===== src/verilog/display_pkg.sv =====
//==========================================================================
// Display controller shared definitions
// Raster timing, burst geometry, framebuffer location and the types
// passed between the timing, FIFO and fetch blocks
//==========================================================================
`default_nettype none

package display_pkg;

	// Horizontal phases in pixels, visible first
	localparam int H_VISIBLE = 16;
	localparam int H_FRONT = 2;
	localparam int H_SYNC = 3;
	localparam int H_BACK = 3;
	localparam int H_TOTAL = H_VISIBLE + H_FRONT + H_SYNC + H_BACK;

	// Vertical phases in lines
	localparam int V_VISIBLE = 8;
	localparam int V_FRONT = 1;
	localparam int V_SYNC = 2;
	localparam int V_BACK = 1;
	localparam int V_TOTAL = V_VISIBLE + V_FRONT + V_SYNC + V_BACK;

	// Raster counter widths
	localparam int H_COUNT_WIDTH = $clog2(H_TOTAL);
	localparam int V_COUNT_WIDTH = $clog2(V_TOTAL);

	// System clocks per pixel
	localparam int PIXEL_DIVIDE = 2;
	localparam int DIVIDE_WIDTH = $clog2(PIXEL_DIVIDE);

	// Visible pixels per frame, one memory word each
	localparam int TOTAL_PIXELS = H_VISIBLE * V_VISIBLE;
	// At least 16 bits, wider for large rasters such as 640x480
	localparam int PIXEL_COUNT_WIDTH = ($clog2(TOTAL_PIXELS + 1) > 16) ?
		$clog2(TOTAL_PIXELS + 1) : 16;

	// Read burst and FIFO geometry
	localparam int BURST_LENGTH = 8;
	localparam int BEAT_WIDTH = $clog2(BURST_LENGTH);
	localparam int FIFO_DEPTH = 32;
	localparam int FIFO_ADDR_WIDTH = $clog2(FIFO_DEPTH);

	typedef logic [31:0] addr_t;
	typedef logic [31:0] word_t;
	typedef logic [7:0] color_t;
	typedef logic [PIXEL_COUNT_WIDTH-1:0] pixel_count_t;

	// Byte address of pixel 0, pixel k sits 4k bytes above
	localparam addr_t FB_BASE_ADDR = 32'h1000_0000;

	// Memory word layout is blue 31:24, green 23:16, red 15:8
	typedef struct packed {
		color_t blue;
		color_t green;
		color_t red;
	} rgb_t;

	// Sync pulses are active high
	typedef struct packed {
		logic hsync;
		logic vsync;
		logic blank_n;
	} video_sync_t;

	// Read address request, len is beats minus one
	typedef struct packed {
		addr_t addr;
		logic [7:0] len;
	} ar_req_t;

	typedef enum logic [1:0] {
		WAIT_FRAME,
		WAIT_SPACE,
		ISSUE_ADDR,
		BURST
	} fetch_state_t;

endpackage

`default_nettype wire


===== src/verilog/display_timing.sv =====
//==========================================================================
// Video timing generator
// Divides the clock down to the pixel rate, walks the raster and
// produces registered sync, blanking, visible region and frame start
//==========================================================================
`timescale 1ns/1ns
`default_nettype none

module display_timing import display_pkg::*; (
	input  logic        clk,
	input  logic        reset,
	output logic        pixel_enable,
	output logic        in_visible,
	output logic        new_frame,
	output video_sync_t sync
);

	logic [DIVIDE_WIDTH-1:0] div_count;
	logic [H_COUNT_WIDTH-1:0] h_count;
	logic [V_COUNT_WIDTH-1:0] v_count;
	logic h_visible;
	logic v_visible;
	logic h_sync_zone;
	logic v_sync_zone;
	logic h_last;
	logic v_last;

	// One enable every PIXEL_DIVIDE clocks
	assign pixel_enable = div_count == DIVIDE_WIDTH'(PIXEL_DIVIDE - 1);

	always_ff @(posedge clk or posedge reset)
	begin
		if (reset)
			div_count <= '0;
		else if (pixel_enable)
			div_count <= '0;
		else
			div_count <= div_count + 1'b1;
	end

	// Raster position decode
	assign h_visible = h_count < H_COUNT_WIDTH'(H_VISIBLE);
	assign v_visible = v_count < V_COUNT_WIDTH'(V_VISIBLE);
	assign h_sync_zone = (h_count >= H_COUNT_WIDTH'(H_VISIBLE + H_FRONT))
		&& (h_count < H_COUNT_WIDTH'(H_VISIBLE + H_FRONT + H_SYNC));
	assign v_sync_zone = (v_count >= V_COUNT_WIDTH'(V_VISIBLE + V_FRONT))
		&& (v_count < V_COUNT_WIDTH'(V_VISIBLE + V_FRONT + V_SYNC));
	assign h_last = h_count == H_COUNT_WIDTH'(H_TOTAL - 1);
	assign v_last = v_count == V_COUNT_WIDTH'(V_TOTAL - 1);

	// Counters start on the first visible pixel
	always_ff @(posedge clk or posedge reset)
	begin
		if (reset)
		begin
			h_count <= '0;
			v_count <= '0;
		end
		else if (pixel_enable)
		begin
			if (h_last)
			begin
				h_count <= '0;
				// Line wrap steps the vertical counter
				if (v_last)
					v_count <= '0;
				else
					v_count <= v_count + 1'b1;
			end
			else
				h_count <= h_count + 1'b1;
		end
	end

	// Outputs follow the counters one clock later
	always_ff @(posedge clk or posedge reset)
	begin
		if (reset)
		begin
			in_visible <= 1'b0;
			sync <= '0;
			new_frame <= 1'b0;
		end
		else
		begin
			in_visible <= h_visible && v_visible;
			sync.hsync <= h_sync_zone;
			sync.vsync <= v_sync_zone;
			sync.blank_n <= h_visible && v_visible;
			// Pulse as the counters land on the first pixel of vsync
			new_frame <= pixel_enable && h_last
				&& (v_count == V_COUNT_WIDTH'(V_VISIBLE + V_FRONT - 1));
		end
	end

endmodule

`default_nettype wire


===== src/verilog/pixel_fifo.sv =====
//==========================================================================
// Pixel FIFO
// Circular word buffer between the fetch engine and the DAC output,
// with a frame flush and a flag that promises room for one burst
//==========================================================================
`timescale 1ns/1ns
`default_nettype none

module pixel_fifo import display_pkg::*; (
	input  logic  clk,
	input  logic  reset,
	input  logic  flush,
	input  logic  write,
	input  word_t write_data,
	input  logic  read,
	output word_t read_data,
	output logic  empty,
	output logic  almost_empty
);

	word_t mem [FIFO_DEPTH];
	logic [FIFO_ADDR_WIDTH-1:0] wr_ptr;
	logic [FIFO_ADDR_WIDTH-1:0] rd_ptr;
	logic [FIFO_ADDR_WIDTH:0] count;
	logic [FIFO_ADDR_WIDTH+1:0] fill_next;
	logic push;
	logic pop;

	// Flush beats a write on the same edge
	assign push = write && !flush;
	assign pop = read && !empty;

	assign empty = count == '0;
	assign read_data = mem[rd_ptr];

	// Counts a write already on the bus, so a burst that is just ending
	// is charged before the next request goes out
	assign fill_next = {1'b0, count} + {{(FIFO_ADDR_WIDTH + 1){1'b0}}, write};
	assign almost_empty = fill_next <= (FIFO_ADDR_WIDTH + 2)'(FIFO_DEPTH - BURST_LENGTH);

	always_ff @(posedge clk)
	begin
		if (push)
			mem[wr_ptr] <= write_data;
	end

	// Depth is a power of two, pointers wrap on their own
	always_ff @(posedge clk or posedge reset)
	begin
		if (reset)
		begin
			wr_ptr <= '0;
			rd_ptr <= '0;
			count <= '0;
		end
		else if (flush)
		begin
			wr_ptr <= '0;
			rd_ptr <= '0;
			count <= '0;
		end
		else
		begin
			if (push)
				wr_ptr <= wr_ptr + 1'b1;
			if (pop)
				rd_ptr <= rd_ptr + 1'b1;
			// Simultaneous push and pop leave the count alone
			if (push && !pop)
				count <= count + 1'b1;
			else if (!push && pop)
				count <= count - 1'b1;
		end
	end

endmodule

`default_nettype wire


===== src/verilog/frame_fetch.sv =====
//==========================================================================
// Frame fetch engine
// Read burst master that walks the framebuffer from its base each frame
// and requests a burst whenever the pixel FIFO can take all of it
//==========================================================================
`timescale 1ns/1ns
`default_nettype none

module frame_fetch import display_pkg::*; (
	input  logic    clk,
	input  logic    reset,
	input  logic    new_frame,
	input  logic    almost_empty,
	output ar_req_t ar,
	output logic    ar_valid,
	input  logic    ar_ready,
	input  logic    r_valid,
	output logic    r_ready
);

	fetch_state_t state;
	addr_t burst_addr;
	pixel_count_t fetched;
	logic [BEAT_WIDTH-1:0] beat_count;
	logic restart_pending;
	logic last_beat;

	assign last_beat = r_valid && (beat_count == BEAT_WIDTH'(BURST_LENGTH - 1));

	// Single outstanding burst with room reserved, so data is never refused
	assign r_ready = 1'b1;
	assign ar_valid = state == ISSUE_ADDR;
	assign ar.addr = burst_addr;
	assign ar.len = 8'(BURST_LENGTH - 1);

	always_ff @(posedge clk or posedge reset)
	begin
		if (reset)
		begin
			state <= WAIT_FRAME;
			burst_addr <= FB_BASE_ADDR;
			fetched <= '0;
			beat_count <= '0;
			restart_pending <= 1'b0;
		end
		else
		begin
			case (state)
				WAIT_FRAME, WAIT_SPACE:
				begin
					// FIFO is flushed on this edge, so there is room
					if (new_frame)
					begin
						state <= ISSUE_ADDR;
						burst_addr <= FB_BASE_ADDR;
						fetched <= '0;
					end
					else if (state == WAIT_SPACE && almost_empty)
						state <= ISSUE_ADDR;
				end

				ISSUE_ADDR:
				begin
					// Request must hold still, so a frame start is deferred
					if (new_frame)
						restart_pending <= 1'b1;
					if (ar_ready)
						state <= BURST;
				end

				BURST:
				begin
					if (new_frame)
						restart_pending <= 1'b1;
					if (r_valid)
						beat_count <= beat_count + 1'b1;
					if (last_beat)
					begin
						beat_count <= '0;
						if (restart_pending || new_frame)
						begin
							// Late burst from the last frame, start over at the base
							restart_pending <= 1'b0;
							burst_addr <= FB_BASE_ADDR;
							fetched <= '0;
							state <= almost_empty ? ISSUE_ADDR : WAIT_SPACE;
						end
						else if (fetched == pixel_count_t'(TOTAL_PIXELS - BURST_LENGTH))
							state <= WAIT_FRAME;
						else
						begin
							// Next burst is one burst of words further on
							burst_addr <= burst_addr + addr_t'(BURST_LENGTH * 4);
							fetched <= fetched + pixel_count_t'(BURST_LENGTH);
							state <= almost_empty ? ISSUE_ADDR : WAIT_SPACE;
						end
					end
				end

				default:
					state <= WAIT_FRAME;
			endcase
		end
	end

endmodule

`default_nettype wire


===== src/verilog/display_controller.sv =====
//==========================================================================
// Scan-out display controller
// Fetches the framebuffer over the read channel, buffers it and drives
// registered pixels, sync and an under-run flag to the video DAC
//==========================================================================
`timescale 1ns/1ns
`default_nettype none

module display_controller import display_pkg::*; (
	input  logic        clk,
	input  logic        reset,
	output ar_req_t     ar,
	output logic        ar_valid,
	input  logic        ar_ready,
	input  logic        r_valid,
	output logic        r_ready,
	input  word_t       r_data,
	output rgb_t        rgb,
	output video_sync_t sync,
	output logic        pixel_clk,
	output logic        underrun
);

	logic pixel_enable;
	logic in_visible;
	logic new_frame;
	video_sync_t timing_sync;
	word_t fifo_data;
	logic fifo_empty;
	logic fifo_almost_empty;
	logic fifo_write;
	logic fifo_read;
	logic starved;
	logic frame_active;
	rgb_t pixel_color;

	display_timing u_timing (
		.clk          (clk),
		.reset        (reset),
		.pixel_enable (pixel_enable),
		.in_visible   (in_visible),
		.new_frame    (new_frame),
		.sync         (timing_sync)
	);

	// Every accepted beat lands in the FIFO
	assign fifo_write = r_valid && r_ready;
	// Pop one word per visible pixel while data is there
	assign fifo_read = pixel_enable && in_visible && !fifo_empty;

	pixel_fifo u_fifo (
		.clk          (clk),
		.reset        (reset),
		.flush        (new_frame),
		.write        (fifo_write),
		.write_data   (r_data),
		.read         (fifo_read),
		.read_data    (fifo_data),
		.empty        (fifo_empty),
		.almost_empty (fifo_almost_empty)
	);

	frame_fetch u_fetch (
		.clk          (clk),
		.reset        (reset),
		.new_frame    (new_frame),
		.almost_empty (fifo_almost_empty),
		.ar           (ar),
		.ar_valid     (ar_valid),
		.ar_ready     (ar_ready),
		.r_valid      (r_valid),
		.r_ready      (r_ready)
	);

	// Color channels from the word, low byte unused
	assign pixel_color.blue = fifo_data[31:24];
	assign pixel_color.green = fifo_data[23:16];
	assign pixel_color.red = fifo_data[15:8];

	// Visible pixel with nothing buffered, only counted once fetching began
	assign starved = pixel_enable && in_visible && fifo_empty && frame_active;
	assign pixel_clk = pixel_enable;

	always_ff @(posedge clk or posedge reset)
	begin
		if (reset)
		begin
			rgb <= '0;
			sync <= '0;
			underrun <= 1'b0;
			frame_active <= 1'b0;
		end
		else
		begin
			if (new_frame)
				frame_active <= 1'b1;
			underrun <= starved;
			// Pixel and its sync leave together, black when blank or starved
			if (pixel_enable)
			begin
				rgb <= fifo_read ? pixel_color : '0;
				sync <= timing_sync;
			end
		end
	end

endmodule

`default_nettype wire


===== config.mk =====
export PLATFORM = sky130hd
export DESIGN_NAME = display_controller
export DESIGN_NICKNAME = d
export VERILOG_FILES = /design/src/verilog/display_pkg.sv /design/src/verilog/display_timing.sv /design/src/verilog/pixel_fifo.sv /design/src/verilog/frame_fetch.sv /design/src/verilog/display_controller.sv
export SDC_FILE = /design/constraint.sdc
export NUM_CORES = 1
export LEC_CHECK = 0
export ABC_AREA = 0
export CORE_ASPECT_RATIO = 1.5
export CORE_MARGIN = 3
export CORE_UTILIZATION = 33
export DETAILED_ROUTE_END_ITERATION = 8
export DONT_BUFFER_PORTS = 1
export SLEW_MARGIN = 10
export SYNTH_ARGS = -nofsm -noshare
export SYNTH_HDL_FRONTEND = slang
export SYNTH_SLANG_ARGS = --single-unit

===== constraint.sdc =====
create_clock -name clk -period 4.9 [get_ports clk]
set_input_delay 0.98 -clock clk [delete_from_list [all_inputs] [get_ports clk]]
set_output_delay 0.98 -clock clk [all_outputs]
set_load 0.05 [all_outputs]

### Word level (Yosys, flattened, before mapping)

Memory sizes are Yosys's and may differ from the RTL's.
Cells that the tools add are included.

| cells by class | value |
|---|---|
| $add $sub $neg | 11 |
| multipliers | 0 |
| div/mod/pow operators | 0 |
| order comparisons | 7 |
| eq/ne operators | 13 |
| shift-type cells | 0 |
| mux-type cells | 37 |
| bitwise operators | 0 |
| reduce and logical (&&, ||, !) cells | 33 |

Operator list:

| kind | count |
|---|---|
| $mux 32 | 4 |
| $mux 16 | 4 |
| $pmux 32 s2 | 1 |
| $add 32x6->32 const B | 1 |
| $pmux 16 s2 | 1 |
| $mux 5 | 5 |
| $mux 24 | 1 |
| $mux 6 | 3 |
| $add 16x4->16 const B | 1 |
| $eq 16x7->1 const B | 1 |
| $add 5x1->5 const B | 3 |
| $logic_and 1x1->1 | 15 |
| $mux 2 | 7 |
| $lt 5x5->1 const B | 2 |
| $reduce_bool 2->1 | 5 |
| $eq 4x4->1 const B | 2 |
| $lt 4x4->1 const B | 2 |
| $add 6x1->7 | 1 |
| $le 7x5->1 const B | 1 |
| $add 6x1->6 const B | 1 |
| $logic_not 6->1 | 1 |
| $mux 1 | 6 |
| $mux 3 | 2 |
| $ne 3x2->1 const B | 2 |
| other kinds (23) | 29 |

| word-level totals | value |
|---|---|
| register bits | 113 |
| latch bits | 0 |
| bits in writable memories | 1,024 |
| memory bits (read-only) | 0 |
| input bits | 36 |
| output and inout port bits | 71 |
| logic and storage cells | 125 |
| memories kept | 1 |

Memories:

| name | words | bits a word | rd ports | clocked after memory_dff | wr ports | line | source |
|---|---|---|---|---|---|---|---|
| u_fifo.mem | 32 | 32 | 1 | 0 | 1 | pixel_fifo.sv:21 | `word_t mem [FIFO_DEPTH];` |

### Longest topological paths before layout

| depth | value |
|---|---|
| word-level depth | 8 |
| gate-level depth with buffers | 14 |
| gate-level depth less buffers | 12 |

### Modules after synthesis

A second synthesis with hierarchy kept.

| second synthesis, totals | value |
|---|---|
| cells, all modules | 2,367 |
| area, all modules | 44,915.6 µm² |

Modules (own cells, without submodules):

| module | times used | cells an instance | area each (µm²) | sequential area each (µm²) |
|---|---|---|---|---|
| pixel_fifo | 1 | 1,901 | 40,171.0 | 31,149.9 |
| frame_fetch | 1 | 307 | 2,700.1 | 1,152.4 |
| display_controller | 1 | 95 | 1,326.3 | 725.7 |
| display_timing | 1 | 64 | 718.2 | 350.3 |

### Least setup slack after synthesis

OpenSTA, ideal clock, no wires.

| timing path | value |
|---|---|
| path kind | reg2reg |
| start point | register u_timing.div_count, in the netlist u_timing.pixel_enable |
| end point | register u_fifo.count[5] |
| setup time | 0.135 ns |
| data arrival time | 3.262 ns |
| required time | 4.765 ns |
| path slack | 1.503 ns |
| cell stages (with the launch flop) | 14 |
| buffers on the path | 4 |
| period minus slack after synthesis | 3.397 ns |
| cells stage by stage | dfrtp_1 > buf_2 > buf_1 > nand3_1 > clkbuf_1 > buf_2 > nand2_1 > ha_1 > a21o_1 > a21o_1 > a21o_1 > a2111oi_0 > o21a_1 > nor3_1 |

| on the way | value |
|---|---|
| cells in the longest elaborated chain, start to end | 7 |
| elaborated cells between the ends (all ways) | 9 |
| classes of those cells | mux: 2; reduce/logical: 7 |

RTL lines:

| item | line | source |
|---|---|---|
| start: declaration | display_timing.sv:18 | `logic [DIVIDE_WIDTH-1:0] div_count;` |
| start signal: assignment | display_timing.sv:38 | `div_count <= div_count + 1'b1;` |
| $logic_and 1x1->1 * (2 in series) | display_controller.sv:49 | `assign fifo_read = pixel_enable && in_visible && !fifo_empty;` |
| $logic_and 1x1->1 * | pixel_fifo.sv:31 | `assign pop = read && !empty;` |
| $logic_not 1->1 | pixel_fifo.sv:69 | `if (push && !pop)` |
| $logic_and 1x1->1 | pixel_fifo.sv:69 |  |
| $mux 6 | pixel_fifo.sv:69 |  |
| $mux 6 | pixel_fifo.sv:56 | `else if (flush)` |
| end signal: assignment | pixel_fifo.sv:70 | `count <= count + 1'b1;` |
| end signal: assignment | pixel_fifo.sv:72 | `count <= count - 1'b1;` |
| end: declaration | pixel_fifo.sv:24 | `logic [FIFO_ADDR_WIDTH:0] count;` |

Mark *: on every way between the ends. The rest lies on a longest branch, timed or not.
A chain may end at the register's enable or synchronous reset.

### Worst setup path after layout

| timing path | value |
|---|---|
| start point | register u_fifo.count[1] |
| end point | register u_fifo.count[5] |

| on the way | value |
|---|---|
| cells in the longest elaborated chain, start to end | 8 |
| elaborated cells between the ends (all ways) | 13 |
| classes of those cells | add/sub: 2; mux: 3; reduce/logical: 8 |

RTL lines:

| item |
|---|
| parallel branches: the longest is 8 deep, another holds $sub 6x1->6 |

Several ways; the timed one is not identified. The select of a mux whose other input is x is not followed.

==> impl_metrics.tcl <==
set metrics [dict create \
    fin_crit_ps 3560 \
    ctsLongestPathBuffers 3 \
    wl_per_cell_microns 23.7 \
    overflow 0 \
    cts_tree "built" \
    yosysMostFrequentCell "edfxtp_1" \
    ant_nets 0 \
    grt_pass1_wl_microns 121000 \
    synthCells 1967 \
    slew_violations 0 \
    antenna_found_initial 0 \
    hold_viol 0 \
    clk_latency_ps 660 \
    synth_top_family_by_area "multiplexers" \
    vdd_ir_drop_max_mv 0.306 \
    synth_area_sq_mm 0.0348 \
    fill_cells 9587 \
    grt_max_degree 60 \
    clkTransAtPathRegs_ps 60 \
    dp_hpwl_microns 49700 \
    cp-startpoint "u_fifo.count[1]$_DFFE_PP0P_" \
    min_path_type "in -> async" \
    cts.sinks 873 \
    crit_required_ps 5460 \
    fin_crit_sh_pct 72.6 \
    drtIter0Drc 1309 \
    cts_setup_buffers 0 \
    drive_gt1_share_pct 16.8 \
    r2r_start "u_fifo.count[1]$_DFFE_PP0P_" \
    synth-edff-count 768 \
    synthToLayoutAreaGrowth_pct 12.7 \
    ys_warn_count 0 \
    setup.worst_path.class "reg -> reg" \
    cts_hold_buf 0 \
    ioPinCount 107 \
    synth_compound_area_share_pct 4.28 \
    avgSynthCellArea_sq_um 17.7 \
    synth_xor_area_share_pct 0.877 \
    drc_errors 0 \
    initial_core_util_pct 33.3 \
    skew_ps 23.6 \
    arrival_ps 4110 \
    rsz0062_at_grt "false" \
    maxCapViolations 0 \
    synthMuxAreaShare_pct 13.1 \
    setup_viol 0 \
    cts_buffers 78 \
    core-area_sq_mm 0.105 \
    h-tree-depth 3 \
    relSlewSlack_pct 24.4 \
    num-nets-final 2034 \
    synthSimpleGateAreaFrac_pct 5.26 \
    cts_root_buffer "clkbuf_16" \
    tightest_slew_ps 1130 \
    portBuffers 0 \
    critical-path-top-delay-family "compound AO/OA/AOI/OAI gates" \
    path_buf_inv 1 \
    cpPeakStageDelay_ps 590 \
    yosysTopAreaCellShare_pct 66.2 \
    cp-end-kind "register" \
    p_leak_nw 12.9 \
    wl_microns 81600 \
    fmax_mhz 281 \
    dp_slack_ps 1320 \
    status "completed" \
    hold_ws_ps 243 \
    globalRouteTotalUtil_pct 14.8 \
    synth_seq_area_share_pct 73.8 \
    synth_commonest_cells "edfxtp_1, mux2i_1, nor2_1" \
    cts_resized 0 \
    synth_fa_ha_area_share_pct 0.776 \
    crit_top_cell "a21o_1" \
    antenna_cells 0 \
    die_y_microns 404 \
    vias 17700 \
    slowest_stage "a2111oi_0" \
    globalplace.congestion 0.811 \
    yosysTopAreaCell "edfxtp_1" \
    ys_ff_latch 873 \
    drt_first_pass_iters 5 \
    die_area_sq_mm 0.110 \
    synthArstFlopShare_pct 12.0 \
    worst_setup_path_start_kind "register" \
    rows 145 \
    synth_area_leaders "edfxtp_1, mux4_2, dfrtp_1, mux2i_1, nor2_1" \
    ys.flop_type "edfxtp_1" \
    synth.distinct_cells 64 \
    setup_slack_ps 1340 \
    crit_chain "nor4_1 > nand2_1 > nand3_1 > buf_4 > nand2_1 > ha_1 > a21o_1 > a21o_1 > a21o_1 > a2111oi_0 > nor3_1 > nor3_1" \
    grt_pass1_vias 18600 \
    fin_tns_setup_ps 0 \
    p_per_area_mw_per_mm2 510 \
    drt-vias-per-instance 5.16 \
    power_w 0.0200 \
    path_max_fanout 20 \
    fp.dieW_microns 271 \
]
[power by group]
group	switching [W]	internal, W	leakage (nW)
Combinational	0.00262	0.00189	3.21
Clock	0.00273	0.00370	1.32
Sequential	0.000442	0.00863	8.32
[registers in the layout, indices dropped and copies added (netlist names), 2 cells and up]
name,cells
u_fifo.mem,768
u_fetch.burst_addr,27
rgb,24
u_fetch.fetched,13
u_fifo.count,6
u_fifo.rd_ptr,5
u_fifo.wr_ptr,5
u_timing.h_count,5
u_timing.v_count,4
sync,3
u_fetch.beat_count,3
u_fetch.state,2
u_timing.sync,2
[logic make-up (layout without fill, tap and decap cells)]
family | count (synthesis) | in the layout
xor+xnor | 34 | 34
compound gates | 222 | 222
mux | 294 | 294
buf+inv | 138 | 202
fa+ha+maj | 21 | 21
flops | 873 | 873
simple gates | 383 | 383
other cells | 2 | 14
[per-layer routing]
layer	vias to the layer above	track usage (%)	part of all wire (%)	wire length [microns]
met1	9292	17.3	38	31200
met2	500	26.6	53	42900
met5	-	0	0	0
li1	7794	-	-	-
met3	144	3.30	6.1	5000
met4	0	5.37	3.1	2520
[final timing paths]
path,endpoint,slack [ps],cells after the start
worst max-delay path,u_fifo.count[5]$_DFFE_PP0P_,1340,12
worst min-delay path,rgb[10]$_DFFE_PP0P_,240,1
worst max register to register,u_fifo.count[5]$_DFFE_PP0P_,1340,12
worst min register to register,frame_active$_DFFE_PP0P_,470,1
max in group asynchronous,u_fifo.rd_ptr[1]$_DFFE_PP0P_,3630,2
min in group clk,u_fifo.mem[13][23]$_DFFE_PP_,420,0
[cells in the final DEF, fill, tap and decap left out, drive strengths merged, types with 9 or more instances in the layout]
cell type / Yosys / layout
nor4: 14 / 14
dfrtp: 104 / 104
buf: 69 / 33
clkinv: 0 / 31
mux4: 128 / 128
ha: 20 / 20
o21ai: 52 / 52
nor2b: 11 / 11
inv: 23 / 27
conb: 2 / 14
xor2: 15 / 15
a211oi: 20 / 20
edfxtp: 768 / 768
clkbuf: 46 / 99
a221oi: 9 / 9
nand4: 15 / 15
bufinv: 0 / 12
a21oi: 26 / 26
nor3: 20 / 20
or3: 9 / 9
a22oi: 18 / 18
nand2b: 16 / 16
mux2i: 164 / 164
o22ai: 48 / 48
nand3: 35 / 35
a2111oi: 17 / 17
nor2: 148 / 148
xnor2: 19 / 19
nand2: 86 / 86
[final cells by class]
| cell class | instances | area [sq um] | share of cell area, % |
|---|---|---|---|
| tap | 1396 | 1750 | 4.45 |
| timing repair buffer | 33 | 285 | 0.727 |
| clock buffer | 99 | 2090 | 5.33 |
| inverter | 23 | 88.8 | 0.226 |
| sequential | 873 | 25700 | 65.5 |
| clock inverter | 47 | 601 | 1.53 |
| multi-input combinational | 968 | 8730 | 22.3 |
[worst register-to-register path, delay by kind of cell, from the launching register on]
kind	cells	cell delay, ps
adders and majority gates	1	340
AOI/OAI and AO/OA	4	1160
buffers and inverters	1	330
DFF	1	460
and+or+nand+nor	6	1160
[through the flow]
step | std cells | instance area (sq um) | utilization, %
2_1_floorplan | 1979 | 34900 | -
6_report | 3439 | 39300 | 37.6
4_1_cts | 3439 | 39300 | 37.6
5_1_grt | 3439 | 39300 | 37.6
3_3_place_gp | 3293 | 36600 | 35.0
3_5_place_dp | 3293 | 36600 | 35.0
No activity file was read; power rests on OpenSTA's default activity.
